[config.mk]
export PLATFORM = sky130hd
export DESIGN_NAME = dqmTop
export DESIGN_NICKNAME = d
export VERILOG_FILES = /design/src/common/dqmPkg.sv /design/src/dqmRegs.sv /design/src/mse/mseEstimator.sv /design/src/mse/mseLog.sv /design/src/dqmTop.sv
export SDC_FILE = /design/constraint.sdc
export NUM_CORES = 1
export LEC_CHECK = 0
export BUFFER_PORTS_ARGS = -buffer_cell sky130_fd_sc_hd__buf_2
export CORE_AREA = 2 2 268 270
export CTS_BUF_LIST = sky130_fd_sc_hd__clkbuf_4
export DETAILED_ROUTE_END_ITERATION = 10
export DIE_AREA = 0 0 270 272
export PLACE_DENSITY = 0.64
export SLEW_MARGIN = 10
export SYNTH_ARGS = -nofsm -noshare
export SYNTH_HDL_FRONTEND = slang
export SYNTH_HIERARCHICAL = 1
export SYNTH_SLANG_ARGS = --single-unit
[constraint.sdc]
create_clock -name busClk -period 20.1 [get_ports busClk]
set_clock_uncertainty 0.1 [all_clocks]
set_input_delay 1.005 -clock busClk [delete_from_list [all_inputs] [get_ports busClk]]
set_output_delay 1.005 -clock busClk [all_outputs]
set_load 0.005 [all_outputs]
[src/common/dqmPkg.sv]
package dqmPkg;

    // byte addresses of the host registers.
    typedef enum logic [12:0] {
        regLog10Mse    = 13'h010, // low half is the log result, high half the offset.
        regMseControl  = 13'h014, // low half is the mean, high half the window length.
        regClksPerBit  = 13'h018,
        regPayloadSize = 13'h01C, // alias of the clksPerBit layout.
        regSrcSelect   = 13'h020
    } dqmAddr;

    typedef enum logic {
        mseIdle,
        mseAccum
    } mseState;

    // Largest window exponent accepted by the estimator.
    localparam logic [3:0] maxWindowLog = 4'd12;

    localparam logic [6:0] log10Scale = 7'd77; // log10(2) in q8.

    localparam int sumWidth = 48; // holds 4096 squares of a 16 bit error.
    localparam int meanSqWidth = 32;
    localparam int logWidth = 16;

endpackage

[src/dqmRegs.sv]
`timescale 1ns/1ps

module dqmRegs (
    input  logic                                busClk,
    input  logic                                rst,
    input  logic        [12:0]                  addr,
    input  logic        [31:0]                  dataIn,
    input  logic                                cs,
    input  logic                                wr0,
    input  logic                                wr1,
    input  logic                                wr2,
    input  logic                                wr3,
    input  logic signed [dqmPkg::logWidth-1:0]  log10Mse,
    output logic        [31:0]                  dataOut,
    output logic signed [15:0]                  log10MseOffset,
    output logic        [15:0]                  mseMean,
    output logic        [3:0]                   windowLog,
    output logic        [13:0]                  payloadSize,
    output logic        [15:0]                  clksPerBit,
    output logic        [3:0]                   sourceSelect,
    output logic        [2:0]                   combinerMode
);

    logic [7:0]  offsetLo;
    logic [7:0]  offsetHi;
    logic [7:0]  meanLo;
    logic [7:0]  meanHi;
    logic [7:0]  avgLenLo;
    logic [7:0]  avgLenHi;
    logic [7:0]  cpbLo;
    logic [7:0]  cpbHi;
    logic [7:0]  payloadLo;
    logic [5:0]  payloadHi;
    logic [15:0] mseAvgLength;

    always_ff @(posedge busClk) begin
        if (rst) begin
            meanLo       <= 8'd0;
            cpbLo        <= 8'd16;
            sourceSelect <= 4'd0;
        end else if (cs && wr0) begin
            case (addr)
                dqmPkg::regMseControl:  meanLo <= dataIn[7:0];
                dqmPkg::regClksPerBit,
                dqmPkg::regPayloadSize: cpbLo <= dataIn[7:0];
                dqmPkg::regSrcSelect:   sourceSelect <= dataIn[3:0];
                default: ;
            endcase
        end
    end

    always_ff @(posedge busClk) begin
        if (rst) begin
            meanHi       <= 8'd0;
            cpbHi        <= 8'd0;
            combinerMode <= 3'd0;
        end else if (cs && wr1) begin
            case (addr)
                dqmPkg::regMseControl:  meanHi <= dataIn[15:8];
                dqmPkg::regClksPerBit,
                dqmPkg::regPayloadSize: cpbHi <= dataIn[15:8];
                dqmPkg::regSrcSelect:   combinerMode <= dataIn[10:8];
                default: ;
            endcase
        end
    end

    // The log half of regLog10Mse has no lane process, so host writes to it are lost.
    always_ff @(posedge busClk) begin
        if (rst) begin
            offsetLo  <= 8'd0;
            avgLenLo  <= 8'd4;
            payloadLo <= 8'd0;
        end else if (cs && wr2) begin
            case (addr)
                dqmPkg::regLog10Mse:    offsetLo <= dataIn[23:16];
                dqmPkg::regMseControl:  avgLenLo <= dataIn[23:16];
                dqmPkg::regClksPerBit,
                dqmPkg::regPayloadSize: payloadLo <= dataIn[23:16];
                default: ;
            endcase
        end
    end

    always_ff @(posedge busClk) begin
        if (rst) begin
            offsetHi  <= 8'd0;
            avgLenHi  <= 8'd0;
            payloadHi <= 6'd0;
        end else if (cs && wr3) begin
            case (addr)
                dqmPkg::regLog10Mse:    offsetHi <= dataIn[31:24];
                dqmPkg::regMseControl:  avgLenHi <= dataIn[31:24];
                dqmPkg::regClksPerBit,
                dqmPkg::regPayloadSize: payloadHi <= dataIn[29:24]; // top two bits dropped.
                default: ;
            endcase
        end
    end

    assign log10MseOffset = $signed({offsetHi, offsetLo});
    assign mseMean        = {meanHi, meanLo};
    assign mseAvgLength   = {avgLenHi, avgLenLo};
    assign clksPerBit     = {cpbHi, cpbLo};
    assign payloadSize    = {payloadHi, payloadLo};

    // only the low nibble counts, and anything past the largest window is held there.
    assign windowLog = (mseAvgLength[3:0] > dqmPkg::maxWindowLog) ?
                       dqmPkg::maxWindowLog : mseAvgLength[3:0];

    always_comb begin
        dataOut = 32'd0;
        if (cs) begin
            case (addr)
                dqmPkg::regLog10Mse:    dataOut = {log10MseOffset, log10Mse};
                dqmPkg::regMseControl:  dataOut = {mseAvgLength, mseMean};
                dqmPkg::regClksPerBit,
                dqmPkg::regPayloadSize: dataOut = {2'b00, payloadSize, clksPerBit};
                dqmPkg::regSrcSelect:   dataOut = {21'd0, combinerMode, 4'd0, sourceSelect};
                default:                dataOut = 32'd0;
            endcase
        end
    end

endmodule

[src/mse/mseEstimator.sv]
`timescale 1ns/1ps

module mseEstimator #(
    parameter int sampleWidth = 8
) (
    input  logic                                busClk,
    input  logic                                rst,
    input  logic                                sampleValid,
    input  logic signed [sampleWidth-1:0]       sample,
    input  logic        [15:0]                  mseMean,
    input  logic        [3:0]                   windowLog,
    output logic                                meanValid,
    output logic        [dqmPkg::meanSqWidth-1:0] meanSq
);

    dqmPkg::mseState                  state;
    logic [dqmPkg::maxWindowLog:0]    count;
    logic [dqmPkg::maxWindowLog:0]    countNext;
    logic [dqmPkg::maxWindowLog:0]    windowSamples;
    logic [15:0]                      meanLatched;
    logic [3:0]                       winLatched;
    logic [15:0]                      meanUse;
    logic [3:0]                       winUse;
    logic [sampleWidth-1:0]           mag;
    logic signed [17:0]               errVal;
    logic signed [35:0]               errSq;
    logic [dqmPkg::sumWidth-1:0]      sqTerm;
    logic [dqmPkg::sumWidth-1:0]      sum;
    logic [dqmPkg::sumWidth-1:0]      shifted;
    logic                             lastSample;
    logic                             windowDone;

    // The first sample of a window works with the live settings, the rest with the latched ones.
    assign meanUse = (state == dqmPkg::mseIdle) ? mseMean : meanLatched;
    assign winUse  = (state == dqmPkg::mseIdle) ? windowLog : winLatched;

    assign mag    = sample[sampleWidth-1] ? -sample : sample; // the most negative code maps onto 2^(n-1).
    assign errVal = $signed({1'b0, 17'(mag)}) - $signed({2'b00, meanUse});
    assign errSq  = errVal * errVal;
    assign sqTerm = {{(dqmPkg::sumWidth - 36){1'b0}}, errSq};

    assign windowSamples = {{dqmPkg::maxWindowLog{1'b0}}, 1'b1} << winUse;
    assign countNext     = (state == dqmPkg::mseIdle) ? 1 : count + 1'b1;
    assign lastSample    = sampleValid && (countNext == windowSamples);

    assign shifted = sum >> winLatched;

    always_ff @(posedge busClk) begin
        if (rst) begin
            state      <= dqmPkg::mseIdle;
            count      <= '0;
            windowDone <= 1'b0;
            meanValid  <= 1'b0;
        end else begin
            windowDone <= lastSample;
            meanValid  <= windowDone; // one cycle behind the last accumulate.
            if (sampleValid) begin
                count <= countNext;
                state <= lastSample ? dqmPkg::mseIdle : dqmPkg::mseAccum;
            end
        end
    end

    always_ff @(posedge busClk) begin
        if (sampleValid) begin
            if (state == dqmPkg::mseIdle) begin
                sum         <= sqTerm;
                meanLatched <= mseMean;
                winLatched  <= windowLog;
            end else begin
                sum <= sum + sqTerm;
            end
        end
        // A back-to-back window may restart sum on this edge, which still reads the old total.
        if (windowDone) begin
            meanSq <= (|shifted[dqmPkg::sumWidth-1:dqmPkg::meanSqWidth]) ?
                      '1 : shifted[dqmPkg::meanSqWidth-1:0];
        end
    end

endmodule

[src/mse/mseLog.sv]
`timescale 1ns/1ps

module mseLog (
    input  logic                                    busClk,
    input  logic                                    rst,
    input  logic                                    meanValid,
    input  logic        [dqmPkg::meanSqWidth-1:0]   meanSq,
    input  logic signed [15:0]                      log10MseOffset,
    output logic signed [dqmPkg::logWidth-1:0]      log10Mse
);

    logic [4:0]                     expo;
    logic [dqmPkg::meanSqWidth+3:0] extended;
    logic [3:0]                     frac;
    logic [8:0]                     log2Value;
    logic [8:0]                     log2Q4;
    logic                           stageValid;
    logic [15:0]                    productQ12;
    logic [15:0]                    scaledQ8;

    function automatic logic [4:0] leadingOne(input logic [dqmPkg::meanSqWidth-1:0] value);
        logic [4:0] pos;
        pos = 5'd0;
        for (int i = 0; i < dqmPkg::meanSqWidth; i++) begin
            if (value[i]) begin
                pos = 5'(i);
            end
        end
        return pos;
    endfunction

    assign expo     = leadingOne(meanSq);
    assign extended = {meanSq, 4'b0000}; // zero fill for bits below bit zero.
    assign frac     = extended[expo +: 4];
    assign log2Value = (meanSq == '0) ? 9'd0 : {expo, frac}; // 16e + f.

    // stage one registers the q4 log2 estimate.
    always_ff @(posedge busClk) begin
        if (rst) begin
            stageValid <= 1'b0;
        end else begin
            stageValid <= meanValid;
        end
    end

    always_ff @(posedge busClk) begin
        if (meanValid) begin
            log2Q4 <= log2Value;
        end
    end

    assign productQ12 = log2Q4 * dqmPkg::log10Scale;
    assign scaledQ8   = {4'd0, productQ12[15:4]};

    // stage two applies the calibration and holds the result until the next window.
    always_ff @(posedge busClk) begin
        if (rst) begin
            log10Mse <= '0;
        end else if (stageValid) begin
            log10Mse <= $signed(scaledQ8) - log10MseOffset;
        end
    end

endmodule

[src/dqmTop.sv]
`timescale 1ns/1ps

module dqmTop #(
    parameter int sampleWidth = 8
) (
    input  logic                            busClk,
    input  logic                            rst,
    input  logic        [12:0]              addr,
    input  logic        [31:0]              dataIn,
    input  logic                            cs,
    input  logic                            wr0,
    input  logic                            wr1,
    input  logic                            wr2,
    input  logic                            wr3,
    input  logic                            sampleValid,
    input  logic signed [sampleWidth-1:0]   sample,
    output logic        [31:0]              dataOut,
    output logic        [13:0]              payloadSize,
    output logic        [15:0]              clksPerBit,
    output logic        [3:0]               sourceSelect,
    output logic        [2:0]               combinerMode
);

    logic signed [dqmPkg::logWidth-1:0]  log10Mse;
    logic signed [15:0]                  log10MseOffset;
    logic        [15:0]                  mseMean;
    logic        [3:0]                   windowLog;
    logic                                meanValid;
    logic        [dqmPkg::meanSqWidth-1:0] meanSq;

    dqmRegs regs (
        .busClk         (busClk),
        .rst            (rst),
        .addr           (addr),
        .dataIn         (dataIn),
        .cs             (cs),
        .wr0            (wr0),
        .wr1            (wr1),
        .wr2            (wr2),
        .wr3            (wr3),
        .log10Mse       (log10Mse),
        .dataOut        (dataOut),
        .log10MseOffset (log10MseOffset),
        .mseMean        (mseMean),
        .windowLog      (windowLog),
        .payloadSize    (payloadSize),
        .clksPerBit     (clksPerBit),
        .sourceSelect   (sourceSelect),
        .combinerMode   (combinerMode)
    );

    mseEstimator #(
        .sampleWidth (sampleWidth)
    ) estimator (
        .busClk      (busClk),
        .rst         (rst),
        .sampleValid (sampleValid),
        .sample      (sample),
        .mseMean     (mseMean),
        .windowLog   (windowLog),
        .meanValid   (meanValid),
        .meanSq      (meanSq)
    );

    mseLog logUnit (
        .busClk         (busClk),
        .rst            (rst),
        .meanValid      (meanValid),
        .meanSq         (meanSq),
        .log10MseOffset (log10MseOffset),
        .log10Mse       (log10Mse)
    );

endmodule

[Yosys cells after proc, flatten, opt, wreduce, memory -nomap -nowiden]
Cells that the tools add are included.
Storage, ports and cells
  register bits: 227
  bits in latches: 0
  RAM bits: 0
  ROM bits: 0
  bits of input ports: 61
  output and inout bits: 69
  memories: 0
Cells by class
  add/subtract/negate cells: 5
  multiply operators: 2
  div/mod/pow operators: 0
  magnitude comparators: 1
  equal/unequal tests: 6
  shifts and indexed selects: 3
  mux-type cells: 40
  bitwise operators: 0
  reduce and logical (&&, ||, !) cells: 20
Operators by type and width (number)
  $pmux W32 S4: 1
  $mux W5: 16
  $eq A13 B5 Y1 const B: 4
  $add A48 B36 Y48: 1
  $shr A48 B4 Y48: 1
  $mux W4: 10
  $mux W36: 1
  $shiftx A36 B6 Y4: 1
  $mul A17 B17 Y34: 1
  $logic_not A32 Y1: 1
  $mux W32: 1
  $reduce_and A2 Y1: 12
  $sub A8 B16 Y17: 1
  $mul A9 B7 Y16 const B: 1
  $mux W16: 1
  $reduce_or A16 Y1: 1
  $sub A13 B16 Y16: 1
  $add A13 B1 Y13 const B: 1
  $eq A13 B13 Y1: 1
  $eq A13 B6 Y1 const B: 1
  $mux W13: 1
  $shl A1 B4 Y13 const A: 1
  $mux W3: 4
  $mux W8: 1
  other kinds (6): 12

[Logic depth before layout (Yosys ltp)]
  depth in word-level cells: 32
  mapped depth: 49
  mapped depth without buffers: 44

[Modules after synthesis]
Netlist, hierarchy kept.
By module, submodules not included
  mseEstimator: instances 1, cells an instance 2147, area each 19902.8 um^2, seq. area each 3323.2 um^2
  dqmRegs: instances 1, cells an instance 445, area each 4172.8 um^2, seq. area each 1701.6 um^2
  mseLog: instances 1, cells an instance 491, area each 3953.8 um^2, seq. area each 610.6 um^2

[Worst setup path before layout]
OpenSTA, ideal clock, no wires.
  kind: register -> register
  from: register estimator.state
  to: register estimator/sum[38] (netlist name) (data pin)
  library setup time: 0.261 ns
  arrival: 10.485 ns
  data required time: 19.739 ns
  slack: 9.254 ns
  stages on the path, launching flop included: 45
  period minus slack after synthesis: 10.846 ns
  path through: dfxtp_1 -> buf_6 -> buf_6 -> buf_2 -> buf_2 -> buf_1 -> mux2_2 -> ha_1 -> inv_1 -> fa_1 -> a21o_1 -> a21oi_1 -> o21bai_1 -> a21oi_1 -> nor4_2 -> and3_1 -> buf_2 -> buf_1 -> (+9 left out) -> ha_1 -> nand3_1 -> nor2_1 -> a211oi_1 -> o2bb2ai_1 -> a21oi_2 -> o21ai_1 -> a211o_1 -> nor2b_1 -> ha_1 -> a21o_1 -> a21o_1 -> a21oi_1 -> nor2_1 -> a21oi_1 -> o31a_1 -> nor4_1 -> a311o_1
On the way
  word-level cells in the longest chain between the ends: 4
Ends and longest elaborated chain
  from (decl): line mseEstimator.sv:16  | dqmPkg::mseState state;
  from (signal assigned): line mseEstimator.sv:50  | state <= dqmPkg::mseIdle;
  from (signal assigned): line mseEstimator.sv:59  | state <= lastSample ? dqmPkg::mseIdle : dqmPkg::mseAccum;
  $mux W16
  named net estimator.meanUse[0]: line mseEstimator.sv:22  | logic [15:0] meanUse;
  $sub A8 B16 Y17: line mseEstimator.sv:38  | assign errVal = $signed({1'b0, 17'(mag)}) - $signed({2'b00, meanUse});
  $mul A17 B17 Y34: line mseEstimator.sv:39  | assign errSq = errVal * errVal;
  $add A48 B36 Y48: line mseEstimator.sv:71  | sum <= sum + sqTerm;
  to (signal assigned): line mseEstimator.sv:67  | sum <= sqTerm;
  to (signal assigned): line mseEstimator.sv:71
  to (decl): line mseEstimator.sv:28  | logic [dqmPkg::sumWidth-1:0] sum;
The timed path passes the listed nets, and every way through them passes these cells.
A chain may end at the register's enable or synchronous reset.

[Final worst setup path]
Same ends and word-level chain as after synthesis.

==> metrics.txt <==
status completed; Ys Warns 6; Final #Nets 3700; drt pass-1 iters 8; vias in the first global route ~23000; number of synthesized register bits 227; Fin Setup TNS 0 ps; Reg2Reg Setup Slack roughly 9000 ps; CP max FO 17; Yosys top cell area share 0.199; Synth Flop Type dfxtp_1; largest net degree at the start of global routing between 90 and 100; Slew @ Worst Pin between 1000 and 1500 ps; IO Pins 130; CP Class reg -> reg; Die Span X ~270 um; core area roughly 0.071 sq mm; Final min period around 11000 ps; RSZ-0062 raised after global routing no; final hold viol count 0; slowest stage delay, CP just under 1000 ps; initial antenna violation count 2; Final Cycle Share 0.554; DRT Wirelength approximately 71 mm; Starting DRT DRC Count about 1700; Worst path top cell family by delay adder cells; multi-input logic area between 0.02 and 0.025 sq mm; Post-DRT Antenna Nets 0; Slowest cell on crit path fa_1; row cnt slightly below 100; share of post-route cells with drive strength above 1 0.129; area of the die roughly 0.073 sq mm; Root Buffer clkbuf_4; kind of end point of the critical path flop; worst endpoint data arrival time about 12000 ps; vias per inst ~5.3; Storage cell area ~0.0056 sq mm; synthesized cell area about 0.028 sq mm; worst hold path type in -> reg; Starting Density 0.396; Post-synth top cells 431 x inv_1, 305 x nor2_1, 279 x fa_1, 259 x nand2_1, 192 x mux2i_1; wire length per cell around 17 um; EDFF count, synth about 110; CTS tree done; CTS Buf Count 70; leading area contributor after synthesis fa_1; Slew Viols, Final 0; Port Buf Inserts between 100 and 150; cell with the most instances after synthesis inv_1; CP startpoint kind flop; Synth Net Count 3611; Avg Inst Size Synth about 9.1 sq um; postcts setup bufs 0; H-tree levels 3; Post-route DRC 0; top post-synthesis cells by area fa_1 20%, edfxtp_1 12%, dfxtp_1 8.4%; Post-Synthesis Cells between 3000 and 4000; Synth cell types ~120; FMAX approximately 0.09 GHz; grt ovf 0; final setup vio count 0; routed vias between 20000 and 25000; sequential fraction of the synthesis area 0.201; Clock Tree Buf Depth 3; GRT Util Overall 0.195; Post-CTS Hold Buffers 0; detailed placer's ending HPWL ~55 mm; Async SR Flop Fraction 0; Final GP Congestion ~0.9; clk sink count 227; CP Buf/Inv Count 6; slew margin rel. 0.156; fillers around 7000; cell repeated most along the worst path fa_1; PostCTS Resize Cnt 0; Die Ht 272 um; Max-cap violations 0; area grow syn2layout 8.41%; first-pass GRT wire length 117 mm; CP required ~21000 ps; Worst-Skew Late Latency approximately 800 ps; clock-pin slew on the worst setup and hold paths approximately 60 ps
## metal layers
layer / vias up / track usage / part of all wire
met3: 125 / 0.0288 / 0.054
met2: 593 / 0.325 / 0.47
met4: 0 / 0.0592 / 0.025
met5: - / 0 / 0
li1: 10700 / - / -
met1: 10900 / 0.261 / 0.45
## worst register-to-register path, delay by kind of cell, from the launching register on
family                   cells  cell delay (ps)
AO/OA/AOI/OAI               15             3090
buffers and inverters        6              700
AND/OR/NAND/NOR              8             1260
multiplexers                 1              430
adder cells (fa/ha/maj)     10             4740
flip-flops                   1              560
## sequential cells by signal, summed over array words and instances (netlist names), 6 cells and up
register / count
estimator/count: 13
estimator/meanLatched: 16
regs/cpbLo: 8
regs/meanLo: 8
regs/avgLenLo: 8
regs/meanHi: 8
regs/cpbHi: 8
regs/avgLenHi: 8
estimator/meanSq: 32
regs/offsetLo: 8
estimator/sum: 48
logUnit/log2Q4: 9
regs/offsetHi: 8
regs/payloadLo: 8
logUnit/log10Mse: 16
regs/payloadHi: 6
## worst paths after layout
kind	from	to	cells past startpoint
max	estimator/state	estimator/sum[38]	40
min	dataIn[30]	regs/offsetHi[6]	3
max reg2reg	estimator/state	estimator/sum[38]	40
min reg2reg	logUnit/log10Mse[15]	logUnit/log10Mse[15]	2
## cells by family after synthesis
kind of cell	Yosys count	synth area share
AOI/OAI and AO/OA	536	0.128
DFF	227	0.201
buffers and inverters	584	0.0833
muxes	267	0.113
and+or+nand+nor	882	0.152
xor gates and xnor gates	120	0.0388
adders and majority gates	467	0.283
## per-stage QoR
step / cell area [sq um] / setup slack, ps / utilization / hold slack, ps / cells
after detailed placement: 29400 / 8410 / 0.416 / 379 / 4050
after global placement: 29400 / 8590 / 0.416 / 367 / 4050
after global routing: 30400 / 8250 / 0.429 / 288 / 4180
after CTS: 30400 / 8990 / 0.429 / 273 / 4176
final: 30400 / 8970 / 0.429 / 355 / 4181
after floorplan: 28000 / 9250 / - / 349 / 3083
## cell type report
class	count	area share
timing repair buffer	155	0.0278
clock buffer	103	0.0254
inverter	446	0.0554
multi-input combinational	2272	0.661
clock inverter	23	0.00539
sequential	227	0.186
tap	950	0.0391
antenna	5	0.000412
## layout by cell type, fill, tap and decap left out, types with 33 or more instances in the layout
cell | Yosys | routed
ha_1 | 188 | 188
nor2_1 | 305 | 305
o21ai_0 | 106 | 106
edfxtp_1 | 109 | 109
nand3_1 | 47 | 47
mux2i_1 | 192 | 192
a21oi_1 | 136 | 136
a22oi_1 | 34 | 34
xnor2_1 | 82 | 81
clkbuf_4 | 0 | 103
inv_1 | 431 | 431
fa_1 | 279 | 279
xor2_1 | 33 | 33
nand4_1 | 33 | 33
buf_2 | 41 | 127
mux2_2 | 36 | 36
nand2_1 | 259 | 259
a21o_1 | 38 | 38
dfxtp_1 | 118 | 117
nor3_1 | 35 | 35
Power is not shown: default switching activity piles up to over one toggle a cycle in this logic, so the estimate is an artifact.
